==> config.mk <==
export PLATFORM = sky130hd
export DESIGN_NAME = retire_merge
export DESIGN_NICKNAME = d
export VERILOG_FILES = /design/src/common/mips_pkg.sv /design/src/retire_merge.sv
export SDC_FILE = /design/constraint.sdc
export NUM_CORES = 1
export LEC_CHECK = 0
export BUFFER_PORTS_ARGS = -buffer_cell sky130_fd_sc_hd__buf_2
export CORE_ASPECT_RATIO = 0.7
export CORE_MARGIN = 2
export CORE_UTILIZATION = 35
export DETAILED_ROUTE_END_ITERATION = 12
export PLACE_DENSITY_LB_ADDON = 0.2
export SYNTH_ARGS = -nofsm -noshare
export SYNTH_HDL_FRONTEND = slang
export SYNTH_SLANG_ARGS = --single-unit
==> constraint.sdc <==
create_clock -name clk -period 1.6 [get_ports clk]
set_input_delay 0.16 -clock clk [delete_from_list [all_inputs] [get_ports clk]]
set_output_delay 0.16 -clock clk [all_outputs]
set_load 0.01 [all_outputs]
==> src/common/mips_pkg.sv <==
`default_nettype none

package mips_pkg;

    typedef logic [31:0] word_t;
    typedef logic [4:0]  reg_idx_t;

    localparam int NUM_REGS   = 32;
    localparam int DMEM_WORDS = 64;
    // word index bits of a byte address
    localparam int DMEM_AW    = $clog2(DMEM_WORDS);

    // opcode field, instr[31:26]
    localparam logic [5:0] OPC_RTYPE = 6'h00;
    localparam logic [5:0] OPC_ADDI  = 6'h08;
    localparam logic [5:0] OPC_LW    = 6'h23;
    localparam logic [5:0] OPC_SW    = 6'h2B;

    // function field of R-type, instr[5:0]
    localparam logic [5:0] FN_ADD  = 6'h20;
    localparam logic [5:0] FN_SUB  = 6'h22;
    localparam logic [5:0] FN_MULT = 6'h18;
    localparam logic [5:0] FN_AND  = 6'h24;
    localparam logic [5:0] FN_OR   = 6'h25;
    localparam logic [5:0] FN_SLT  = 6'h2A;

    typedef enum logic [3:0] {
        op_add,
        op_sub,
        op_mul,
        op_and,
        op_or,
        op_slt,
        op_addi,
        op_lw,
        op_sw,
        op_nop
    } op_e;

    // dest is 0 for sw and nop
    typedef struct packed {
        op_e      op;
        word_t    rs_val;
        word_t    rt_val;
        word_t    imm;
        reg_idx_t dest;
    } issue_t;

    typedef struct packed {
        op_e      op;
        reg_idx_t dest;
        word_t    value;
    } alu_res_t;

    // loaded word for lw, rt value otherwise
    typedef struct packed {
        word_t value;
    } mem_res_t;

endpackage

`default_nettype wire

==> src/retire_merge.sv <==
`timescale 1ns/1ns
`default_nettype none

module retire_merge (
    input  wire                         clk,
    input  wire                         rst_n,
    input  wire                         alu_valid,
    output logic                        alu_ready,
    input  wire mips_pkg::alu_res_t     alu_res,
    input  wire                         mem_valid,
    output logic                        mem_ready,
    input  wire mips_pkg::mem_res_t     mem_res,
    output logic                        retire_valid,
    input  wire                         retire_ready,
    output mips_pkg::reg_idx_t          retire_dest,
    output mips_pkg::word_t             retire_data,
    output logic                        retire_wr_en,
    output logic                        wb_en,
    output mips_pkg::reg_idx_t          wb_dest,
    output mips_pkg::word_t             wb_data
);
    import mips_pkg::*;

    logic  slot_free;
    logic  take;
    word_t sel_value;

    // join: each side is taken only together with the other
    assign slot_free = !retire_valid || retire_ready;
    assign alu_ready = slot_free && mem_valid;
    assign mem_ready = slot_free && alu_valid;
    assign take      = alu_valid && alu_ready;

    assign sel_value = (alu_res.op == op_lw || alu_res.op == op_sw) ? mem_res.value
                                                                      : alu_res.value;

    always_ff @(posedge clk) begin
        if (!rst_n) begin
            retire_valid <= 1'b0;
        end else if (take) begin
            retire_valid <= 1'b1;
        end else if (retire_ready) begin
            retire_valid <= 1'b0;
        end
    end

    always_ff @(posedge clk) begin
        if (take) begin
            retire_dest  <= alu_res.dest;
            retire_data  <= sel_value;
            retire_wr_en <= (alu_res.dest != '0);
        end
    end

    // write-back pulse on the retire handshake
    assign wb_en   = retire_valid && retire_ready && retire_wr_en;
    assign wb_dest = retire_dest;
    assign wb_data = retire_data;

endmodule

`default_nettype wire

==> flow_summary.yaml <==
status:
  status: "complete, no violations"
logic_synthesis:
  ys.flop_type: "edfxtp_1"
  synth.distinct_cells: 25
  netlist.area_leader.share_pct: 36.7
  async_reset_ff_share_pct: 0
  synth_cells: 311
  mappedNetlistNets: 389
  synth_commonest_cells: "buf_4, edfxtp_1, inv_1, o22ai_1, or4b_1"
  synth.area.top_cells: "edfxtp_1, or4b_1, buf_4"
  synth_area_leader_cell: "edfxtp_1"
  syn_area_um2: 3110
  yosysSeqAreaShare_pct: 37.4
  yosysMostFrequentCell: "buf_4"
  ys_ff_latch: 39
  syn_area_per_cell_um2: 9.99
  synth_edf_count: 38
  yosysWarnings: 0
route:
  routed.top_layer: "met5"
  drt_iter0_drc: 154
  antenna_left: 0
  wl_met2_um: 3960
  routedWlPerCell_um: 15.1
  wl_met1_um: 3670
  dr.pass1.iters: 5
  wirelength_um: 8300
  vias_per_cell: 5.10
  drc: 0
  num_vias: 2793
  wl_met3_um: 580
timing:
  worstMarginPinSlew_ps: 365
  finalCritPeriodShare_pct: 82.7
  timing.fmax_mhz: 755
  fin_crit_ps: 1320
  drv_slew: 0
  skew_ps: 3.07
  slew_headroom_pct: 75.7
  finalSetupViolations: 0
  hold_viol: 0
  grt_setup_unrepaired: "no"
setup_path:
  crit_path_max_fanout: 35
  reg2reg_depth: 3
  startpoint: "alu_res[38]"
  worstPathArrival_ps: 1390
  slowest_stage: "a221oi_1"
  required_ps: 1670
  reg2reg_from: "retire_valid$_SDFFE_PN0P_"
  start_kind: "primary input"
  r2r_slack_ps: 310
  worstSetupPathType: "in -> reg"
  cp_cell_sequence: "buf_2, buf_12, nand3b_4, a21boi_4, buf_4, a221oi_1"
  r2r_end: "retire_data[0]$_DFFE_PP_"
  crit_path_end_kind: "register"
  cpPeakStageDelay_ps: 380
grt:
  antenna_found_initial: 1
  grt_overflow_total: 0
  grt_max_degree: 36
  grt_pass1_vias: 2630
  grtUsageTotal_pct: 17.3
  grt_pass1_wl_um: 13200
cells_and_area:
  fin_nets: 505
  final.fill_count: 819
  drive_gt1_share_pct: 47.4
  areaGrowthSynthToFinish_pct: 28.3
  diodes: 0
  post-route-util_pct: 46.6
floorplanning:
  die_h_um: 82.8
  num_io_pins: 157
  initial_utilization_pct: 36.3
  core_area_um2: 8550
  rows: 28
  dieArea_um2: 9660
  die_w_um: 117
clock_network:
  cts_buffer_depth: 2
  clkLatencyLatePin_ps: 280
  cts.sinks: 39
  h-tree-depth: 2
  clock_tree.root_cell: "clkbuf_16"
  clk_pin_slew_ps: 60
  cts_tree: "yes"
  ctsResizeCount: 0
  post-cts-setup-buffer-count: 0
  cts_hold_buffers: 0
  cts_made_buffers: 5
hold_path:
  hold_path_class: "in -> reg"
  hold_path_depth: 1
  min_from: "alu_res[35]"
  whs_endpoint: "retire_dest[3]$_DFFE_PP_"
pwr:
  peakVddDrop_v: 0.000375
  sw_frac_of_total_pct: 26.6
  finalPower_mw: 3.11
  p_clk_share_pct: 37.0
  power.internal_mw: 2.28
  switchingPower_mw: 0.829
  pwr-share-seq_pct: 39.3
  power.leakage_nw: 1.74
  combPwrFrac_pct: 23.6
  power.density_nw_per_um2: 781
place:
  portBuffers: 156
  gp_congestion: 0.754
  hpwl_um: 6080
run:
  maxCapViolCount: 0
per-stage QoR:
| step | instance area, µm² | TNS (ps) | std cells | hold slack [ps] | setup slack, ps |
|---|---|---|---|---|---|
| after CTS | 3990 | 0 | 548 | 64.3 | 268 |
| after floorplan | 3110 | 0 | 311 | 259 | 184 |
| final | 3990 | 0 | 548 | 71.4 | 276 |
| after global routing | 3990 | 0 | 548 | 66.6 | 161 |
| after detailed placement | 3820 | -45.0 | 540 | 357 | -22.9 |
| after global placement | 3820 | 0 | 540 | 359 | 0.0644 |
final cells by class:
type	instances	area (µm²)	area share (%)
multi-input cells	173	1370	34.3
clock buffers	5	125	3.14
flip-flops and latches	39	1160	29.1
well taps	120	150	3.77
clock inverters	3	43.8	1.10
inverters	32	120	3.01
repair buffers	176	1020	25.6
power groups by stage:
stage	registers [mW]	logic, mW	clock network, mW
global route	1.23	0.816	1.24
global placement	1.25	0.726	0
finish	1.22	0.736	1.15
CTS	1.23	0.742	1.19
floorplan	1.27	0.448	0
detailed placement	1.25	0.740	0
cells in the final DEF, fill, tap and decap left out, types with 2 or more instances in the layout:
cell and instances:
edfxtp_1 38, inv_1 32, nand2b_1 26, nand2_1 2
a21oi_1 31, and2_1 2, buf_12 7, o22ai_1 32
or4b_1 32, a221oi_2 15, clkbuf_16 5, buf_4 13
or2b_1 7, nor2_1 2, buf_2 156, a221oi_1 17
critical path: cells and delay by family:
kind                   cells  cell delay, ps
AO/OA/AOI/OAI              2             530
buffers and inverters      3             600
AND/OR/NAND/NOR            1             100
registers in the layout (all words and copies together) (netlist names):
register	cells
retire_dest	5
retire_wr_en	1
retire_data	32
retire_valid	1
worst max path at each step:
stage / slack (ps) / to / depth (start not counted)
final: 280 / retire_data[21]$_DFFE_PP_ / 6
after global routing: 160 / retire_data[21]$_DFFE_PP_ / 6
after CTS: 270 / retire_data[21]$_DFFE_PP_ / 6
after detailed placement: -20 / retire_data[9]$_DFFE_PP_ / 6
after global placement: 0.06 / retire_data[9]$_DFFE_PP_ / 6
after floorplan: 180 / retire_data[0]$_DFFE_PP_ / 2
per-layer routing:
layer,vias up,GRT usage (%)
met5,-,0
met4,2,3.74
met3,9,4.16
met2,102,29.2
met1,1292,22.4
li1,1388,-
logic make-up (layout without fill, tap and decap cells):
family	after synthesis	after routing	share of synthesized area [%]
buffers and inverters	99	216	18.7
flip-flops	39	39	37.4
AO/OA/AOI/OAI	98	98	24.6
AND/OR/NAND/NOR	75	75	19.3
Power figures use the tool's default switching activity.
