**config.mk**
```make
export PLATFORM = sky130hd
export DESIGN_NAME = data_mem_unit_flat
export DESIGN_NICKNAME = d
export VERILOG_FILES = /design/src/common/mips_pkg.sv /design/src/common/issue_if.sv /design/src/data_mem_unit.sv /design/src/flat_wrapper.sv
export SDC_FILE = /design/constraint.sdc
export NUM_CORES = 2
export LEC_CHECK = 0
export ABC_AREA = 0
export BUFFER_PORTS_ARGS = -buffer_cell sky130_fd_sc_hd__buf_2
export CAP_MARGIN = 20
export CORE_AREA = 4 4 467 469
export DETAILED_ROUTE_END_ITERATION = 7
export DIE_AREA = 0 0 471 473
export GPL_TIMING_DRIVEN = 0
export SETUP_SLACK_MARGIN = 0.5
export SYNTH_ARGS = -nofsm -noshare
export SYNTH_HDL_FRONTEND = slang
export SYNTH_SLANG_ARGS = --single-unit
```
**constraint.sdc**
```tcl
create_clock -name clk -period 9.9 [get_ports clk]
set_input_delay 0.495 -clock clk [delete_from_list [all_inputs] [get_ports clk]]
set_output_delay 0.495 -clock clk [all_outputs]
set_load 0.01 [all_outputs]
```
**src/common/mips_pkg.sv**
```systemverilog
`default_nettype none

package mips_pkg;

    typedef logic [31:0] word_t;
    typedef logic [4:0]  reg_idx_t;

    localparam int NUM_REGS   = 32;
    localparam int DMEM_WORDS = 64;
    // word index bits of a byte address
    localparam int DMEM_AW    = $clog2(DMEM_WORDS);

    // opcode field, instr[31:26]
    localparam logic [5:0] OPC_RTYPE = 6'h00;
    localparam logic [5:0] OPC_ADDI  = 6'h08;
    localparam logic [5:0] OPC_LW    = 6'h23;
    localparam logic [5:0] OPC_SW    = 6'h2B;

    // function field of R-type, instr[5:0]
    localparam logic [5:0] FN_ADD  = 6'h20;
    localparam logic [5:0] FN_SUB  = 6'h22;
    localparam logic [5:0] FN_MULT = 6'h18;
    localparam logic [5:0] FN_AND  = 6'h24;
    localparam logic [5:0] FN_OR   = 6'h25;
    localparam logic [5:0] FN_SLT  = 6'h2A;

    typedef enum logic [3:0] {
        op_add,
        op_sub,
        op_mul,
        op_and,
        op_or,
        op_slt,
        op_addi,
        op_lw,
        op_sw,
        op_nop
    } op_e;

    // dest is 0 for sw and nop
    typedef struct packed {
        op_e      op;
        word_t    rs_val;
        word_t    rt_val;
        word_t    imm;
        reg_idx_t dest;
    } issue_t;

    typedef struct packed {
        op_e      op;
        reg_idx_t dest;
        word_t    value;
    } alu_res_t;

    // loaded word for lw, rt value otherwise
    typedef struct packed {
        word_t value;
    } mem_res_t;

endpackage

`default_nettype wire

```
**src/common/issue_if.sv**
```systemverilog
`timescale 1ns/1ns
`default_nettype none

interface issue_if;
    import mips_pkg::*;

    logic   valid;
    logic   alu_ready;
    logic   mem_ready;
    issue_t data;

    // fork to both units, taken only when both are ready
    modport decoder (
        output valid,
        output data,
        input  alu_ready,
        input  mem_ready
    );

    modport alu (
        input  valid,
        input  data,
        output alu_ready,
        input  mem_ready
    );

    modport mem (
        input  valid,
        input  data,
        input  alu_ready,
        output mem_ready
    );

endinterface

`default_nettype wire

```
**src/data_mem_unit.sv**
```systemverilog
`timescale 1ns/1ns
`default_nettype none

module data_mem_unit (
    input  wire                clk,
    input  wire                rst_n,
    issue_if.mem               issue,
    output logic               mem_valid,
    input  wire                mem_ready,
    output mips_pkg::mem_res_t mem_res
);
    import mips_pkg::*;

    word_t              dmem [DMEM_WORDS];
    word_t              mem_addr;
    logic [DMEM_AW-1:0] word_idx;
    logic               take;

    // byte address, wraps modulo the memory size
    assign mem_addr = issue.data.rs_val + issue.data.imm;
    assign word_idx = mem_addr[DMEM_AW+1:2];

    assign issue.mem_ready = !mem_valid || mem_ready;
    assign take = issue.valid & issue.alu_ready & issue.mem_ready;

    always_ff @(posedge clk) begin
        if (!rst_n) begin
            mem_valid <= 1'b0;
        end else if (take) begin
            mem_valid <= 1'b1;
        end else if (mem_ready) begin
            mem_valid <= 1'b0;
        end
    end

    // store lands on acceptance, so a later load sees it
    always_ff @(posedge clk) begin
        if (take && issue.data.op == op_sw) begin
            dmem[word_idx] <= issue.data.rt_val;
        end
    end

    always_ff @(posedge clk) begin
        if (take) begin
            if (issue.data.op == op_lw) begin
                mem_res.value <= dmem[word_idx];
            end else begin
                mem_res.value <= issue.data.rt_val;
            end
        end
    end

endmodule

`default_nettype wire

```
**src/flat_wrapper.sv**
```systemverilog
// flat-port wrapper written by rule: the top's interface ports become plain ports
module data_mem_unit_flat import mips_pkg::*;
  (clk, rst_n, mem_valid, mem_ready, mem_res, issue_valid, issue_data, issue_alu_ready, issue_mem_ready);
  issue_if issue_i ();
  input  wire clk;
  input  wire rst_n;
  output logic mem_valid;
  input  wire mem_ready;
  output mips_pkg::mem_res_t mem_res;
  input wire logic [$bits(issue_i.valid)-1:0] issue_valid;
  input wire logic [$bits(issue_i.data)-1:0] issue_data;
  input wire logic [$bits(issue_i.alu_ready)-1:0] issue_alu_ready;
  output wire logic [$bits(issue_i.mem_ready)-1:0] issue_mem_ready;
  assign issue_i.valid = issue_valid;
  assign issue_i.data = issue_data;
  assign issue_i.alu_ready = issue_alu_ready;
  assign issue_mem_ready = issue_i.mem_ready;
  data_mem_unit u_core (.clk(clk), .rst_n(rst_n), .issue(issue_i), .mem_valid(mem_valid), .mem_ready(mem_ready), .mem_res(mem_res));
endmodule
```
==> results.cfg <==
[logic_synthesis]
yosys.area.top_type = sky130_fd_sc_hd__edfxtp_1
synth_nets = 5758
synth_compound_area_frac = 0.08316
post_synth_inst_count = 5642
synth_commonest_cells = sky130_fd_sc_hd__edfxtp_1 (2080), sky130_fd_sc_hd__nand2_1 (1511), sky130_fd_sc_hd__a21oi_1 (749), sky130_fd_sc_hd__mux2i_1 (268), sky130_fd_sc_hd__buf_2 (190)
netlist_area_um2 = 80860
dominant_combinational_cell_family_by_area_after_synthesis = simple AND/OR/NAND/NOR gates
seq_area_frac_synth = 0.7727
synthTopCellsByArea = sky130_fd_sc_hd__edfxtp_1 (77%), sky130_fd_sc_hd__nand2_1 (7.0%), sky130_fd_sc_hd__a21oi_1 (4.6%)
fraction_of_the_mapped_netlist_area_in_simple_logic_gates = 0.08816
avgSynthCellArea_um2 = 14.33
leading_cell_type_by_number_of_instances_after_synthesis = sky130_fd_sc_hd__edfxtp_1
synth_top_flop_cell = sky130_fd_sc_hd__edfxtp_1
number_of_warnings_issued_by_yosys = 0
synth.lib_cells_used.distinct = 59
synth_seq_cells = 2081
edff_count_synth = 2080
yosys-mux-area-fraction = 0.03401
asyncSetResetFlopFracSynth = 0
synth_top_area_share = 0.7725
synth_fa_ha_area_frac = 0.0009285
yosys.area_share.xor_xnor = 0.0007582

[setup_path]
arrival_ns = 5.93
r2r_setup_slack_ns = 5.33
path_class = input port to flop
start_kind = input port
worst-endpoint-required_ns = 10.44
setup.worst_path.end_class = flop
maximum_fanout_along_the_worst_path = 18

[placement]
place.detailed.hpwl_mm = 201.5
io_buffer_count = 90
dp_slack_ns = 3.873
gp_congestion = 1.003
placedInstanceArea_um2 = 87770

[cells_and_area]
sequential_cell_area_um2 = 62480
synthToLayoutAreaGrowth_pct = 16.75
finish.net_count = 6176
layout.cell_area.non_filler_um2 = 94400
drive_gt1_frac = 0.1227
fillers = 19006
multi_input_area_um2 = 17250

[pwr]
share_clk_of_total_power = 0.380
power.share.switching = 0.2761
int_power_mw = 14.58
power_frac_seq = 0.482
pwr-share-comb = 0.138
static-leakage-power_nw = 31.03
power.density_cell_area_nw_per_um2 = 213.3
total_switching_power_mw = 5.560
report.power.total_mw = 20.14
power.ir.vdd_worst_v = 0.0001601

[routing]
detail_route.vias_per_cell = 5.903
antenna_violating_nets_post_route = 0
routed_wirelength_mm = 293.8
detail_route.wl_per_cell_um = 32.37
dr.first_iter.drc_count = 9361
routed-via-count = 53582
drt_pass1_iterations = 7
drc_errors = 0

[floorplan]
fp-row-count = 170
die_h_um = 473
starting_utilization_of_the_core_area = 0.3779
core_um2 = 214000
design.portCount = 144
chipWidth_um = 471
floorplan.die_area_um2 = 222800

[global_routing]
gr-total-overflow = 0
via_count_of_the_first_global_routing_pass = 49962
grt_first_pass_wirelength_mm = 399.0
track_usage = 0.2566
antenna_violations_before_repair = 29
largest_net_degree_at_the_start_of_global_routing = 66

[clock_tree]
worstSkewPairLatency_ns = 0.88
cts_buffers = 203
clock_sink_count = 2081
max-clock-path-buffers = 3
tritoncts = yes
cts_max_level = 4
postCtsSetupBuffers = 0
clock-root-buffer = sky130_fd_sc_hd__clkbuf_16
worst_setup_hold_path_clk_slew_ns = 0.07

[timing]
number_of_endpoints_failing_setup_at_the_final_stage = 0
maxSlewViolCount = 0
maxSlewHeadroom = 0.1270
period_needed_ns = 5.390
report.final.hold_viol_count = 0
worstMarginPinSlew_ns = 1.298
fin_setup_tns_ns = 0
layout_worst_path_cycle_share = 0.5444
fin_ws_ns = 4.510
fin_worst_skew_ns = 0.05021
rsz_0062_raised_after_global_routing = false
timing.fmax_mhz = 185.5

[job]
drv.max_cap_violation_count = 0

[min_path]
worst_hold_path_type = input port to flop

[status]
run_status = finished clean
[cell type report]
| cell class | count | area share |
|---|---|---|
| Sequential cell | 2081 | 0.6619 |
| Multi-Input combinational cell | 3203 | 0.1828 |
| Clock buffer | 261 | 0.05701 |
| Tap cell | 2838 | 0.03762 |
| Timing Repair Buffer | 213 | 0.03176 |
| Buffer | 357 | 0.01732 |
| Clock inverter | 112 | 0.01135 |
| Antenna cell | 11 | 0.0002916 |
| Inverter | 1 | 0.00003976 |
[per-layer routing]
metal | routed length (µm) | global-route usage | up-vias
li1 | - | - | 22092
met1 | 108000 | 0.3357 | 26832
met2 | 127400 | 0.3812 | 3857
met3 | 37470 | 0.07151 | 789
met4 | 20800 | 0.1547 | 12
met5 | 84 | 0.001947 | -
[critical path: stages]
cell and delay [ns]:
sky130_fd_sc_hd__buf_2 0.10, sky130_fd_sc_hd__ha_1 0.38, sky130_fd_sc_hd__nand4_2 0.27, sky130_fd_sc_hd__nand3_1 0.24
sky130_fd_sc_hd__buf_2 0.26, sky130_fd_sc_hd__buf_2 0.62, sky130_fd_sc_hd__buf_2 0.64, sky130_fd_sc_hd__buf_2 0.52
sky130_fd_sc_hd__nand3_1 0.91, sky130_fd_sc_hd__nor2_4 1.15, sky130_fd_sc_hd__buf_16 0.26
[cells in the final DEF (no fill, tap or decap), drive strengths merged, types with 3 or more instances in the layout]
cell type	count
o221ai	28
o211ai	31
or3	3
o2111ai	16
nand4b	3
clkinvlp	4
a21oi	750
nor4	134
o21ai	35
o32a	30
mux2i	268
xor2	3
xnor2	4
mux2	6
bufinv	16
o311ai	62
or4	9
inv	11
clkbuf	401
a31oi	4
ha	6
nand2	1511
dlygate4sd3	5
o31a	4
o41ai	17
nor2	70
edfxtp	2080
o22ai	151
diode	11
o21a	3
buf	425
nor3	8
nand3	14
clkinv	82
a21o	4
[state kept, by name, indices dropped and copies added (netlist names)]
register and cells:
u_core.dmem 2048, u_core.mem_res 32, u_core.mem_valid 1
[worst paths after layout]
kind | startpoint | end | cells past startpoint
max | issue_data[7] | u_core.dmem[22][11]$_DFFE_PP_ | 11
min | issue_data[41] | u_core.dmem[1][4]$_DFFE_PP_ | 1
max reg2reg | u_core.mem_valid$_SDFFE_PN0P_ | u_core.dmem[22][11]$_DFFE_PP_ | 8
min reg2reg | u_core.mem_valid$_SDFFE_PN0P_ | u_core.mem_res[22]$_DFFE_PP_ | 2
[per-stage QoR]
| step | instances | hold slack [ns] | util |
|---|---|---|---|
| 3_5_place_dp | 8676 | 0.5346 | 0.4102 |
| 6_report | 9077 | 0.01290 | 0.4412 |
| 3_3_place_gp | 8570 | 0.4947 | 0.3966 |
| 5_1_grt | 9069 | 0.006549 | 0.4411 |
| 4_1_cts | 9054 | 0.03080 | 0.4406 |
| 2_1_floorplan | 5642 | 0.5939 | - |
[logic make-up (layout without fill, tap and decap cells)]
family / Yosys count / in the layout
compound gates: 1147 / 1147
xor+xnor: 7 / 7
fa+ha+maj: 6 / 6
buf+inv: 358 / 944
flops: 2081 / 2081
mux: 274 / 274
other cells: 0 / 11
simple gates: 1769 / 1769
[power groups by stage]
stage | clock network (mW) | logic [mW] | registers (mW)
6_report | 7.66 | 2.78 | 9.71
5_1_grt | 8.02 | 2.81 | 9.70
4_1_cts | 7.67 | 2.65 | 9.71
3_5_place_dp | 0 | 2.64 | 9.89
3_3_place_gp | 0 | 2.54 | 9.90
2_1_floorplan | 0 | 1.21 | 9.90
[what timing repair did]
| action | 4_1_cts | 5_1_grt |
|---|---|---|
| hold endpoints to repair | 17 | 0 |
| setup endpoints to repair | 0 | 0 |
| hold buffers | 5 | 0 |
| resized for setup | 0 | 0 |
Note: power is estimated with default switching activity, not from simulation.
