--- config.mk ---
export PLATFORM = sky130hd
export DESIGN_NAME = alu_unit_flat
export DESIGN_NICKNAME = d
export VERILOG_FILES = /design/src/common/mips_pkg.sv /design/src/common/issue_if.sv /design/src/alu_unit.sv /design/src/flat_wrapper.sv
export SDC_FILE = /design/constraint.sdc
export NUM_CORES = 1
export LEC_CHECK = 0
export ABC_AREA = 1
export BUFFER_PORTS_ARGS = -buffer_cell sky130_fd_sc_hd__buf_2
export CORE_UTILIZATION = 55
export DETAILED_ROUTE_END_ITERATION = 8
export GPL_ROUTABILITY_DRIVEN = 1
export PLACE_DENSITY = 0.7
export SKIP_LAST_GASP = 1
export SYNTH_ARGS = -nofsm -noshare
export SYNTH_HDL_FRONTEND = slang
export SYNTH_SLANG_ARGS = --single-unit
--- constraint.sdc ---
create_clock -name clk -period 16.4 [get_ports clk]
set_input_delay 0.82 -clock clk [delete_from_list [all_inputs] [get_ports clk]]
set_output_delay 0.82 -clock clk [all_outputs]
set_load 0.01 [all_outputs]
--- src/common/mips_pkg.sv ---
`default_nettype none

package mips_pkg;

    typedef logic [31:0] word_t;
    typedef logic [4:0]  reg_idx_t;

    localparam int NUM_REGS   = 32;
    localparam int DMEM_WORDS = 64;
    // word index bits of a byte address
    localparam int DMEM_AW    = $clog2(DMEM_WORDS);

    // opcode field, instr[31:26]
    localparam logic [5:0] OPC_RTYPE = 6'h00;
    localparam logic [5:0] OPC_ADDI  = 6'h08;
    localparam logic [5:0] OPC_LW    = 6'h23;
    localparam logic [5:0] OPC_SW    = 6'h2B;

    // function field of R-type, instr[5:0]
    localparam logic [5:0] FN_ADD  = 6'h20;
    localparam logic [5:0] FN_SUB  = 6'h22;
    localparam logic [5:0] FN_MULT = 6'h18;
    localparam logic [5:0] FN_AND  = 6'h24;
    localparam logic [5:0] FN_OR   = 6'h25;
    localparam logic [5:0] FN_SLT  = 6'h2A;

    typedef enum logic [3:0] {
        op_add,
        op_sub,
        op_mul,
        op_and,
        op_or,
        op_slt,
        op_addi,
        op_lw,
        op_sw,
        op_nop
    } op_e;

    // dest is 0 for sw and nop
    typedef struct packed {
        op_e      op;
        word_t    rs_val;
        word_t    rt_val;
        word_t    imm;
        reg_idx_t dest;
    } issue_t;

    typedef struct packed {
        op_e      op;
        reg_idx_t dest;
        word_t    value;
    } alu_res_t;

    // loaded word for lw, rt value otherwise
    typedef struct packed {
        word_t value;
    } mem_res_t;

endpackage

`default_nettype wire

--- src/common/issue_if.sv ---
`timescale 1ns/1ns
`default_nettype none

interface issue_if;
    import mips_pkg::*;

    logic   valid;
    logic   alu_ready;
    logic   mem_ready;
    issue_t data;

    // fork to both units, taken only when both are ready
    modport decoder (
        output valid,
        output data,
        input  alu_ready,
        input  mem_ready
    );

    modport alu (
        input  valid,
        input  data,
        output alu_ready,
        input  mem_ready
    );

    modport mem (
        input  valid,
        input  data,
        input  alu_ready,
        output mem_ready
    );

endinterface

`default_nettype wire

--- src/alu_unit.sv ---
`timescale 1ns/1ns
`default_nettype none

module alu_unit (
    input  wire                clk,
    input  wire                rst_n,
    issue_if.alu               issue,
    output logic               alu_valid,
    input  wire                alu_ready,
    output mips_pkg::alu_res_t alu_res
);
    import mips_pkg::*;

    word_t rs_val;
    word_t rt_val;
    word_t result;
    logic  take;

    assign rs_val = issue.data.rs_val;
    assign rt_val = issue.data.rt_val;

    // one entry: free when empty or draining this cycle
    assign issue.alu_ready = !alu_valid || alu_ready;
    assign take = issue.valid & issue.alu_ready & issue.mem_ready;

    always_comb begin
        case (issue.data.op)
            op_add:  result = rs_val + rt_val;
            op_sub:  result = rs_val - rt_val;
            op_mul:  result = rs_val * rt_val;
            op_and:  result = rs_val & rt_val;
            op_or:   result = rs_val | rt_val;
            op_slt:  result = ($signed(rs_val) < $signed(rt_val)) ? 32'd1 : 32'd0;
            op_addi: result = rs_val + issue.data.imm;
            default: result = '0;
        endcase
    end

    always_ff @(posedge clk) begin
        if (!rst_n) begin
            alu_valid <= 1'b0;
        end else if (take) begin
            alu_valid <= 1'b1;
        end else if (alu_ready) begin
            alu_valid <= 1'b0;
        end
    end

    always_ff @(posedge clk) begin
        if (take) begin
            alu_res <= '{op: issue.data.op, dest: issue.data.dest, value: result};
        end
    end

endmodule

`default_nettype wire

--- src/flat_wrapper.sv ---
// flat-port wrapper written by rule: the top's interface ports become plain ports
module alu_unit_flat import mips_pkg::*;
  (clk, rst_n, alu_valid, alu_ready, alu_res, issue_valid, issue_data, issue_alu_ready, issue_mem_ready);
  issue_if issue_i ();
  input  wire clk;
  input  wire rst_n;
  output logic alu_valid;
  input  wire alu_ready;
  output mips_pkg::alu_res_t alu_res;
  input wire logic [$bits(issue_i.valid)-1:0] issue_valid;
  input wire logic [$bits(issue_i.data)-1:0] issue_data;
  output wire logic [$bits(issue_i.alu_ready)-1:0] issue_alu_ready;
  input wire logic [$bits(issue_i.mem_ready)-1:0] issue_mem_ready;
  assign issue_i.valid = issue_valid;
  assign issue_i.data = issue_data;
  assign issue_alu_ready = issue_i.alu_ready;
  assign issue_i.mem_ready = issue_mem_ready;
  alu_unit u_core (.clk(clk), .rst_n(rst_n), .issue(issue_i), .alu_valid(alu_valid), .alu_ready(alu_ready), .alu_res(alu_res));
endmodule
==> results of run 1 <==
per-layer routing:
layer / vias to the layer above / global-route usage / share of wire
li1: 10077 / - / -
met2: 1145 / 0.640 / 0.46
met1: 10762 / 0.524 / 0.41
met5: - / 0 / 0
met3: 187 / 0.0525 / 0.085
met4: 0 / 0.148 / 0.043
kinds of logic after synthesis:
family          after synthesis  share of synthesized area
fa+ha+maj                   660                      0.472
simple gates               1179                      0.201
xor+xnor                     31                     0.0116
compound gates              365                     0.0887
buf+inv                    1103                      0.175
flops                        42                     0.0521
worst max-delay path: stages:
cell and delay (ps):
buf_2 540, ha_1 260, inv_1 160, fa_1 430, inv_1 70, fa_1 430
fa_1 510, inv_1 50, fa_1 470, inv_1 50, fa_1 490, fa_1 600
fa_1 460, fa_1 470, ha_1 410, nand4_1 150, nor3_1 530, nand4_1 190
nand3_1 250, a21o_1 190, nand2_1 80, nand2_1 60, nand2_1 40, nand3_1 170
nand4_1 130
path summary, 6_finish.rpt:
kind,depth (start not counted),endpoint,from,slack (ps)
worst max-delay path,25,u_core.alu_res[26],issue_data[46],8350
worst min-delay path,4,u_core.alu_valid,u_core.alu_valid,590
worst max register to register,4,u_core.alu_res[1],u_core.alu_valid,14700
worst min register to register,4,u_core.alu_valid,u_core.alu_valid,590
area by class of cell:
cell class                      instances  area, um2  share of cell area
Clock inverter                          2       8.76            0.000347
Clock buffer                            6        129             0.00510
Multi-Input combinational cell       2235      18600               0.736
Tap cell                              585        732              0.0290
Inverter                              975       3660               0.145
Sequential cell                        42       1250              0.0496
Timing Repair Buffer                  167        873              0.0346
through the flow:
| step | hold slack (ps) | utilization | area, um2 | setup WS, ps |
|---|---|---|---|---|
| after global placement | 560 | 0.583 | 25100 | 8080 |
| after floorplan | 639 | - | 24000 | 9310 |
| after CTS | 594 | 0.586 | 25200 | 8460 |
| final | 588 | 0.586 | 25200 | 8350 |
| after global routing | 687 | 0.586 | 25200 | 8200 |
| after detailed placement | 585 | 0.583 | 25100 | 8150 |
Yosys cell counts, drive strengths merged, types with 2 or more instances:
library cell | n | area, um2
xor2 | 17 | 149
clkinv | 2 | 7.51
o221ai | 4 | 35.0
a21oi | 127 | 658
or2 | 27 | 169
nor4 | 4 | 37.5
nand4 | 28 | 175
ha | 250 | 3130
o21a | 2 | 15.0
a21o | 15 | 114
nand2 | 848 | 3190
fa | 410 | 8210
nor2 | 109 | 412
a21boi | 8 | 60.1
xnor2 | 14 | 130
o2111ai | 5 | 43.8
a221oi | 3 | 26.3
o31ai | 2 | 15.0
nor3 | 23 | 131
nand3b | 6 | 45.0
a211oi | 4 | 30.0
o21bai | 18 | 143
buf | 47 | 230
edfxtp | 41 | 1230
a31oi | 8 | 56.3
inv | 973 | 3650
o311ai | 2 | 17.5
o211ai | 3 | 22.5
o22ai | 30 | 188
clkbuf | 81 | 308
o21ai | 128 | 644
nand3 | 133 | 666
registers in the layout, summed over array words and instances (netlist names):
| signal | flops |
|---|---|
| u_core.alu_valid | 1 |
| u_core.alu_res | 41 |
==> impl_metrics.py, run 1 <==
metrics = {
    "yosys": {
        "ys_warn_count": 0,
        "syn-cell-area_um2": 24000,
        "syn_inst": 3380,
        "synth_edf_count": 41,
        "synth_nets": 4150,
        "ys_seq_area_frac": 0.0521,
        "synthArstFlopShare": 0,
        "ys_seq_elements": 42,
        "ys.flop_type": "edfxtp_1",
        "synth_area_per_cell_um2": 7.11,
        "ys_types": 60,
    },
    "routing": {
        "wl_per_cell_um": 21.1,
        "drc_errors": 1,
        "via_per_inst": 5.53,
        "drtIter0Drc": 2003,
        "ant_nets": 0,
        "firstDrtPassIters": 7,
        "wl_mm": 84.8,
        "vias": 22171,
    },
    "cts": {
        "post_cts_buffers": 0,
        "insertion_delay_ps": 310,
        "path_clk_slew_ps": 70,
        "cts_tree": "yes",
        "cts_resized": 0,
        "htreeDepth": 2,
        "numCtsBuffers": 5,
        "cts_buffer_depth": 2,
        "clock_sinks": 42,
        "cts_hold_buf": 0,
        "root_buffer": "clkbuf_16",
    },
    "finish": {
        "final_common_cell": "inv_1",
        "n_antenna_cell": 0,
        "nFillCells": 4081,
        "drive_gt1_frac": 0.0639,
        "finalNonFillerCells": 4012,
        "fin_nets": 4196,
        "syn2layout_area_growth_pct": 5.07,
        "final_cell_mix": "inv_1 (966), nand2_1 (844), fa_1 (410)",
    },
    "run_status": {
        "violations": "DRC",
        "outcome": "finished with violations",
    },
    "sta": {
        "fin_skew_ps": 15.7,
        "max_freq_ghz": 0.124,
        "rsz0062_at_grt": "no",
        "tightestPinTransition_ps": 1010,
        "slew_headroom": 0.329,
        "hold_viol": 0,
        "drv_slew": 0,
        "finalCriticalPeriod_ps": 8050,
        "setup_viol": 0,
        "totalNegativeSetupSlack_ps": 0,
        "period_share": 0.491,
    },
    "floorplan": {
        "die-area_um2": 44500,
        "start_util": 0.558,
        "rows": 76,
        "die_w_um": 211,
        "core_area_um2": 43100,
        "die_y_um": 211,
        "io_pins": 153,
    },
    "global_routing": {
        "grt_overflow": 0,
        "grt_max_degree": 61,
        "grt_use_total": 0.390,
        "antenna_found_initial": 1,
        "grt_pass1_vias": 22525,
        "grt_pass1_wl_mm": 130,
    },
    "worst_setup_path": {
        "path_class": "in -> reg",
        "crit_required_ps": 16430,
        "start_kind": "input pin",
        "cp-end-kind": "flop",
        "worstPathArrival_ps": 8090,
        "crit_fanout": 24,
    },
    "place": {
        "port_buffers": 152,
        "dp_hpwl_mm": 68.2,
        "place_congestion": 1.03,
        "dp_cells": 4004,
    },
    "hold_path": {
        "hp-class": "reg -> reg",
    },
    "flow_run": {
        "drv_cap": 0,
    },
}
Power of run 1 is left out: the tool's default activity adds up to more than one toggle a clock period on the data nets, which glitch-free logic cannot reach.
==> inputs of run 2 (changes only) <==
==> constraint.sdc (replaced) <==
create_clock -name clk -period 7.85 [get_ports clk]
set_input_delay 0.3925 -clock clk [delete_from_list [all_inputs] [get_ports clk]]
set_output_delay 0.3925 -clock clk [all_outputs]
set_load 0.01 [all_outputs]
==> run 2 against run 1 <==
Compared with the run above:
- the flow now finishes without violations
- first-iteration DRC count shrank 0.45%
- die area is the same
- count of clock-buffer cells in the layout grew 1
- clock skew shrank 9.8 ps
- global-route usage grew 0.30 points
- wire length grew 0.40%
- worst setup slack lost 8000 ps
- final area grew 1.4%
- via count grew 0.28%
- sequential share of layout area shrank 0.067 points
- critical endpoint is now u_core.alu_res[27]
==> impl_metrics.py, run 2 (synthesis gave the netlist of run 1 again) <==
metrics = {
    "run_status": {
        "outcome": "complete, no violations",
    },
    "routing": {
        "ant_nets": 0,
        "firstDrtPassIters": 6,
        "wl_mm": 85.2,
        "via_per_inst": 5.48,
        "vias": 22232,
        "drc_errors": 0,
        "drtIter0Drc": 1994,
        "wl_per_cell_um": 21.0,
    },
    "sta": {
        "hold_viol": 0,
        "tightestPinTransition_ps": 933,
        "setup_viol": 0,
        "slew_headroom": 0.377,
        "holdWs_ps": 261,
        "totalNegativeSetupSlack_ps": 0,
        "finalCriticalPeriod_ps": 7510,
        "rsz0062_at_grt": "no",
        "period_share": 0.957,
        "fin_skew_ps": 5.91,
        "drv_slew": 0,
        "max_freq_ghz": 0.133,
    },
    "global_routing": {
        "grt_use_total": 0.393,
        "grt.busiest_layer": "met2",
        "grt_use_met3": 0.0785,
        "met2_usage": 0.643,
        "grt_overflow": 0,
        "antenna_found_initial": 2,
        "grt_pass1_vias": 22837,
        "grt_max_degree": 62,
        "use_met1": 0.503,
        "grt_pass1_wl_mm": 130,
    },
    "finish": {
        "fin_nets": 4239,
        "syn2layout_area_growth_pct": 6.50,
        "top_register": "u_core.alu_res",
        "seq_area_um2": 1250,
        "n_antenna_cell": 0,
        "final_common_cell": "inv_1",
        "multi_input_area_um2": 18600,
        "largest_reg_flops": 41,
        "drive_gt1_frac": 0.0758,
        "final_cell_mix": "inv_1 (966), nand2_1 (844), fa_1 (410)",
        "nFillCells": 4085,
        "largestRegisters": "u_core.alu_res (41), u_core.alu_valid (1)",
    },
    "worst_setup_path": {
        "path_class": "in -> reg",
        "cpPeakStageDelay_ps": 680,
        "crit_required_ps": 7870,
        "worstPathArrival_ps": 7540,
        "start_kind": "input pin",
        "path_common_cell": "fa_1",
        "path_buf_inv": 8,
        "path_delay_family": "adder cells",
        "crit_fanout": 17,
        "cpMaxStageDelayCell": "o21ai_0",
        "cp-end-kind": "flop",
    },
    "cts": {
        "cts_buffer_depth": 2,
        "post_cts_buffers": 0,
        "root_buffer": "clkbuf_16",
        "clock_sinks": 42,
        "numCtsBuffers": 5,
        "path_clk_slew_ps": 60,
        "cts_hold_buf": 0,
        "cts_resized": 0,
        "insertion_delay_ps": 310,
        "htreeDepth": 2,
        "cts_tree": "yes",
    },
    "floorplan": {
        "rows": 76,
        "core_area_um2": 43100,
        "io_pins": 153,
        "start_util": 0.558,
        "die-area_um2": 44500,
        "die_y_um": 211,
        "die_w_um": 211,
    },
    "place": {
        "place_congestion": 1.03,
        "dp_hpwl_mm": 72.0,
        "port_buffers": 152,
    },
    "flow_run": {
        "drv_cap": 0,
    },
    "hold_path": {
        "hp-class": "in -> reg",
    },
}
[run 2: cell count changes in the layout (fill, tap and decap cells not counted), sizes merged]
cell | previous run | this run
clkinv | 4 | 3
clkbuf | 6 | 7
buf | 167 | 210
[run 2: per-layer routing]
| layer | up-vias | wire (um) |
|---|---|---|
| li1 | 10170 | - |
| met4 | 0 | 4290 |
| met2 | 1093 | 39200 |
| met1 | 10753 | 33600 |
| met5 | - | 0 |
| met3 | 216 | 8090 |
[run 2: area by class of cell]
| type | count | share of cell area |
|---|---|---|
| multi-input combinational | 2235 | 0.727 |
| clock buffer | 7 | 0.00557 |
| inverter | 975 | 0.143 |
| tap | 585 | 0.0286 |
| clock inverter | 1 | 0.000196 |
| sequential | 42 | 0.0489 |
| timing repair buffer | 210 | 0.0472 |
[run 2: final timing paths]
| path | slack, ps | cells past startpoint | to | start |
|---|---|---|---|---|
| setup / recovery | 340 | 26 | u_core.alu_res[27] | issue_data[45] |
| setup reg to reg | 6110 | 4 | u_core.alu_res[2] | u_core.alu_valid |
| hold / removal | 260 | 1 | u_core.alu_res[33] | issue_data[1] |
| hold reg to reg | 620 | 4 | u_core.alu_valid | u_core.alu_valid |
[run 2: metrics by stage]
stage                     std cells  utilization  cell area, um2  setup WS (ps)
after CTS                      4055        0.594           25600            436
after floorplan                3380            -           24000           1190
after global placement         4047        0.591           25400            133
final                          4055        0.594           25600            337
after detailed placement       4047        0.591           25400            117
after global routing           4055        0.594           25600           17.7
Power of run 2 is left out for the same reason.
==> inputs of run 3 (changes only) <==
--- a/config.mk
+++ b/config.mk
@@ -7,10 +7,10 @@
 export LEC_CHECK = 0
 export ABC_AREA = 1
 export BUFFER_PORTS_ARGS = -buffer_cell sky130_fd_sc_hd__buf_2
-export CORE_UTILIZATION = 55
+export CORE_UTILIZATION = 40
 export DETAILED_ROUTE_END_ITERATION = 8
 export GPL_ROUTABILITY_DRIVEN = 1
-export PLACE_DENSITY = 0.7
+export PLACE_DENSITY = 0.53
 export SKIP_LAST_GASP = 1
 export SYNTH_ARGS = -nofsm -noshare
 export SYNTH_HDL_FRONTEND = slang
==> run 3 against run 2 <==
Compared with the run above:
- hold slack got worse by 11 ps
- first-iteration DRC count decreased by 18%
- utilization decreased by 16 points
- register-to-register slack improved by 380 ps
- critical path type unchanged
- count of clock-buffer cells in the layout decreased by 2
- die area increased by 37%
- wire length decreased by 3.0%
- flip-flop and latch count unchanged
==> impl_metrics.py, run 3 (synthesis gave the netlist of run 1 again) <==
metrics = {
    "run_status": {
        "outcome": "complete, no violations",
    },
    "sta": {
        "finalCriticalPeriod_ps": 7260,
        "setup_viol": 0,
        "slew_headroom": 0.341,
        "drv_slew": 0,
        "hold_viol": 0,
        "rsz0062_at_grt": "no",
        "holdWs_ps": 250,
        "max_freq_ghz": 0.138,
        "tightestPinTransition_ps": 989,
        "fin_skew_ps": 7.17,
        "period_share": 0.925,
        "totalNegativeSetupSlack_ps": 0,
    },
    "routing": {
        "wl_per_cell_um": 19.5,
        "drc_errors": 0,
        "via_per_inst": 5.01,
        "wl_mm": 82.6,
        "drtIter0Drc": 1639,
        "vias": 21209,
        "ant_nets": 0,
        "firstDrtPassIters": 6,
    },
    "worst_setup_path": {
        "cp-end-kind": "flop",
        "start_kind": "input pin",
        "path_common_cell": "fa_1",
        "cpPeakStageDelay_ps": 560,
        "path_class": "in -> reg",
        "crit_required_ps": 7900,
        "crit_fanout": 26,
        "reg2regPathDepth": 4,
        "worstPathArrival_ps": 7310,
        "cpMaxStageDelayCell": "buf_2",
    },
    "floorplan": {
        "start_util": 0.406,
        "die-area_um2": 61100,
        "die_y_um": 247,
        "io_pins": 153,
        "core_area_um2": 59200,
        "die_w_um": 247,
        "rows": 89,
    },
    "cts": {
        "path_clk_slew_ps": 70,
        "numCtsBuffers": 5,
        "cts_buffer_depth": 2,
        "cts_tree": "yes",
        "htreeDepth": 2,
        "cts_resized": 0,
        "cts_hold_buf": 0,
        "post_cts_buffers": 0,
        "root_buffer": "clkbuf_16",
        "insertion_delay_ps": 310,
        "clock_sinks": 42,
    },
    "flow_run": {
        "drv_cap": 0,
    },
    "place": {
        "dp_cells": 4223,
        "dp_hpwl_mm": 70.7,
        "port_buffers": 152,
        "place_congestion": 1.00,
    },
    "global_routing": {
        "grt_overflow": 0,
        "grt_max_degree": 62,
        "grt_pass1_wl_mm": 129,
        "grt_use_total": 0.281,
        "grt_pass1_vias": 21600,
        "antenna_found_initial": 2,
    },
    "finish": {
        "top_register": "u_core.alu_res",
        "final_cell_mix": "inv_1 (966), nand2_1 (844), fa_1 (410)",
        "nFillCells": 6304,
        "fin_nets": 4227,
        "largest_reg_flops": 41,
        "final_common_cell": "inv_1",
        "drive_gt1_frac": 0.0726,
        "syn2layout_area_growth_pct": 7.47,
        "largestRegisters": "u_core.alu_res (41), u_core.alu_valid (1)",
        "finalNonFillerCells": 4234,
        "post-route-util": 0.436,
    },
    "hold_path": {
        "hold_depth": 1,
        "hp-class": "in -> reg",
    },
}
## run 3: cell types whose count changed in the layout (fill, tap and decap cells not counted), sizes merged
cell and delta:
buf -12, bufinv +2, clkbuf -2, diode +3
## run 3: path summary, 6_finish.rpt
| path | startpoint | slack [ps] | to |
|---|---|---|---|
| worst max-delay path | issue_data[77] | 590 | u_core.alu_res[26] |
| worst min-delay path | issue_data[0] | 250 | u_core.alu_res[32] |
| worst max register to register | u_core.alu_valid | 6490 | u_core.alu_res[5] |
| worst min register to register | u_core.alu_valid | 590 | u_core.alu_valid |
## run 3: cell type report
| class | instances | area [um2] | area share |
|---|---|---|---|
| inverter | 975 | 3660 | 0.142 |
| sequential | 42 | 1250 | 0.0484 |
| clock buffer | 5 | 125 | 0.00484 |
| clock inverter | 3 | 63.8 | 0.00247 |
| multi-input combinational | 2235 | 18600 | 0.720 |
| timing repair buffer | 198 | 1160 | 0.0448 |
| tap | 773 | 967 | 0.0375 |
| antenna | 3 | 7.51 | 0.000291 |
## run 3: critical path: cells and delay by family
| kind | cells | cell delay [ps] |
|---|---|---|
| buffers and inverters | 7 | 1000 |
| adder cells (fa/ha/maj) | 10 | 4310 |
| AND/OR/NAND/NOR | 9 | 1350 |
| AO/OA/AOI/OAI | 1 | 190 |
## run 3: stage by stage
step / cell area, um2 / worst slack [ps]
final: 25800 / 591
after global placement: 25600 / 274
after CTS: 25800 / 618
after detailed placement: 25600 / 288
after global routing: 25800 / 330
after floorplan: 24000 / 1190
## run 3: routing by layer
layer	global-route usage	up-vias	share of wire
met5	0	-	0
met4	0.0614	0	0.024
met3	0.0263	84	0.054
met2	0.474	608	0.47
met1	0.389	10367	0.45
li1	-	10150	-
Power of run 3 is left out for the same reason.
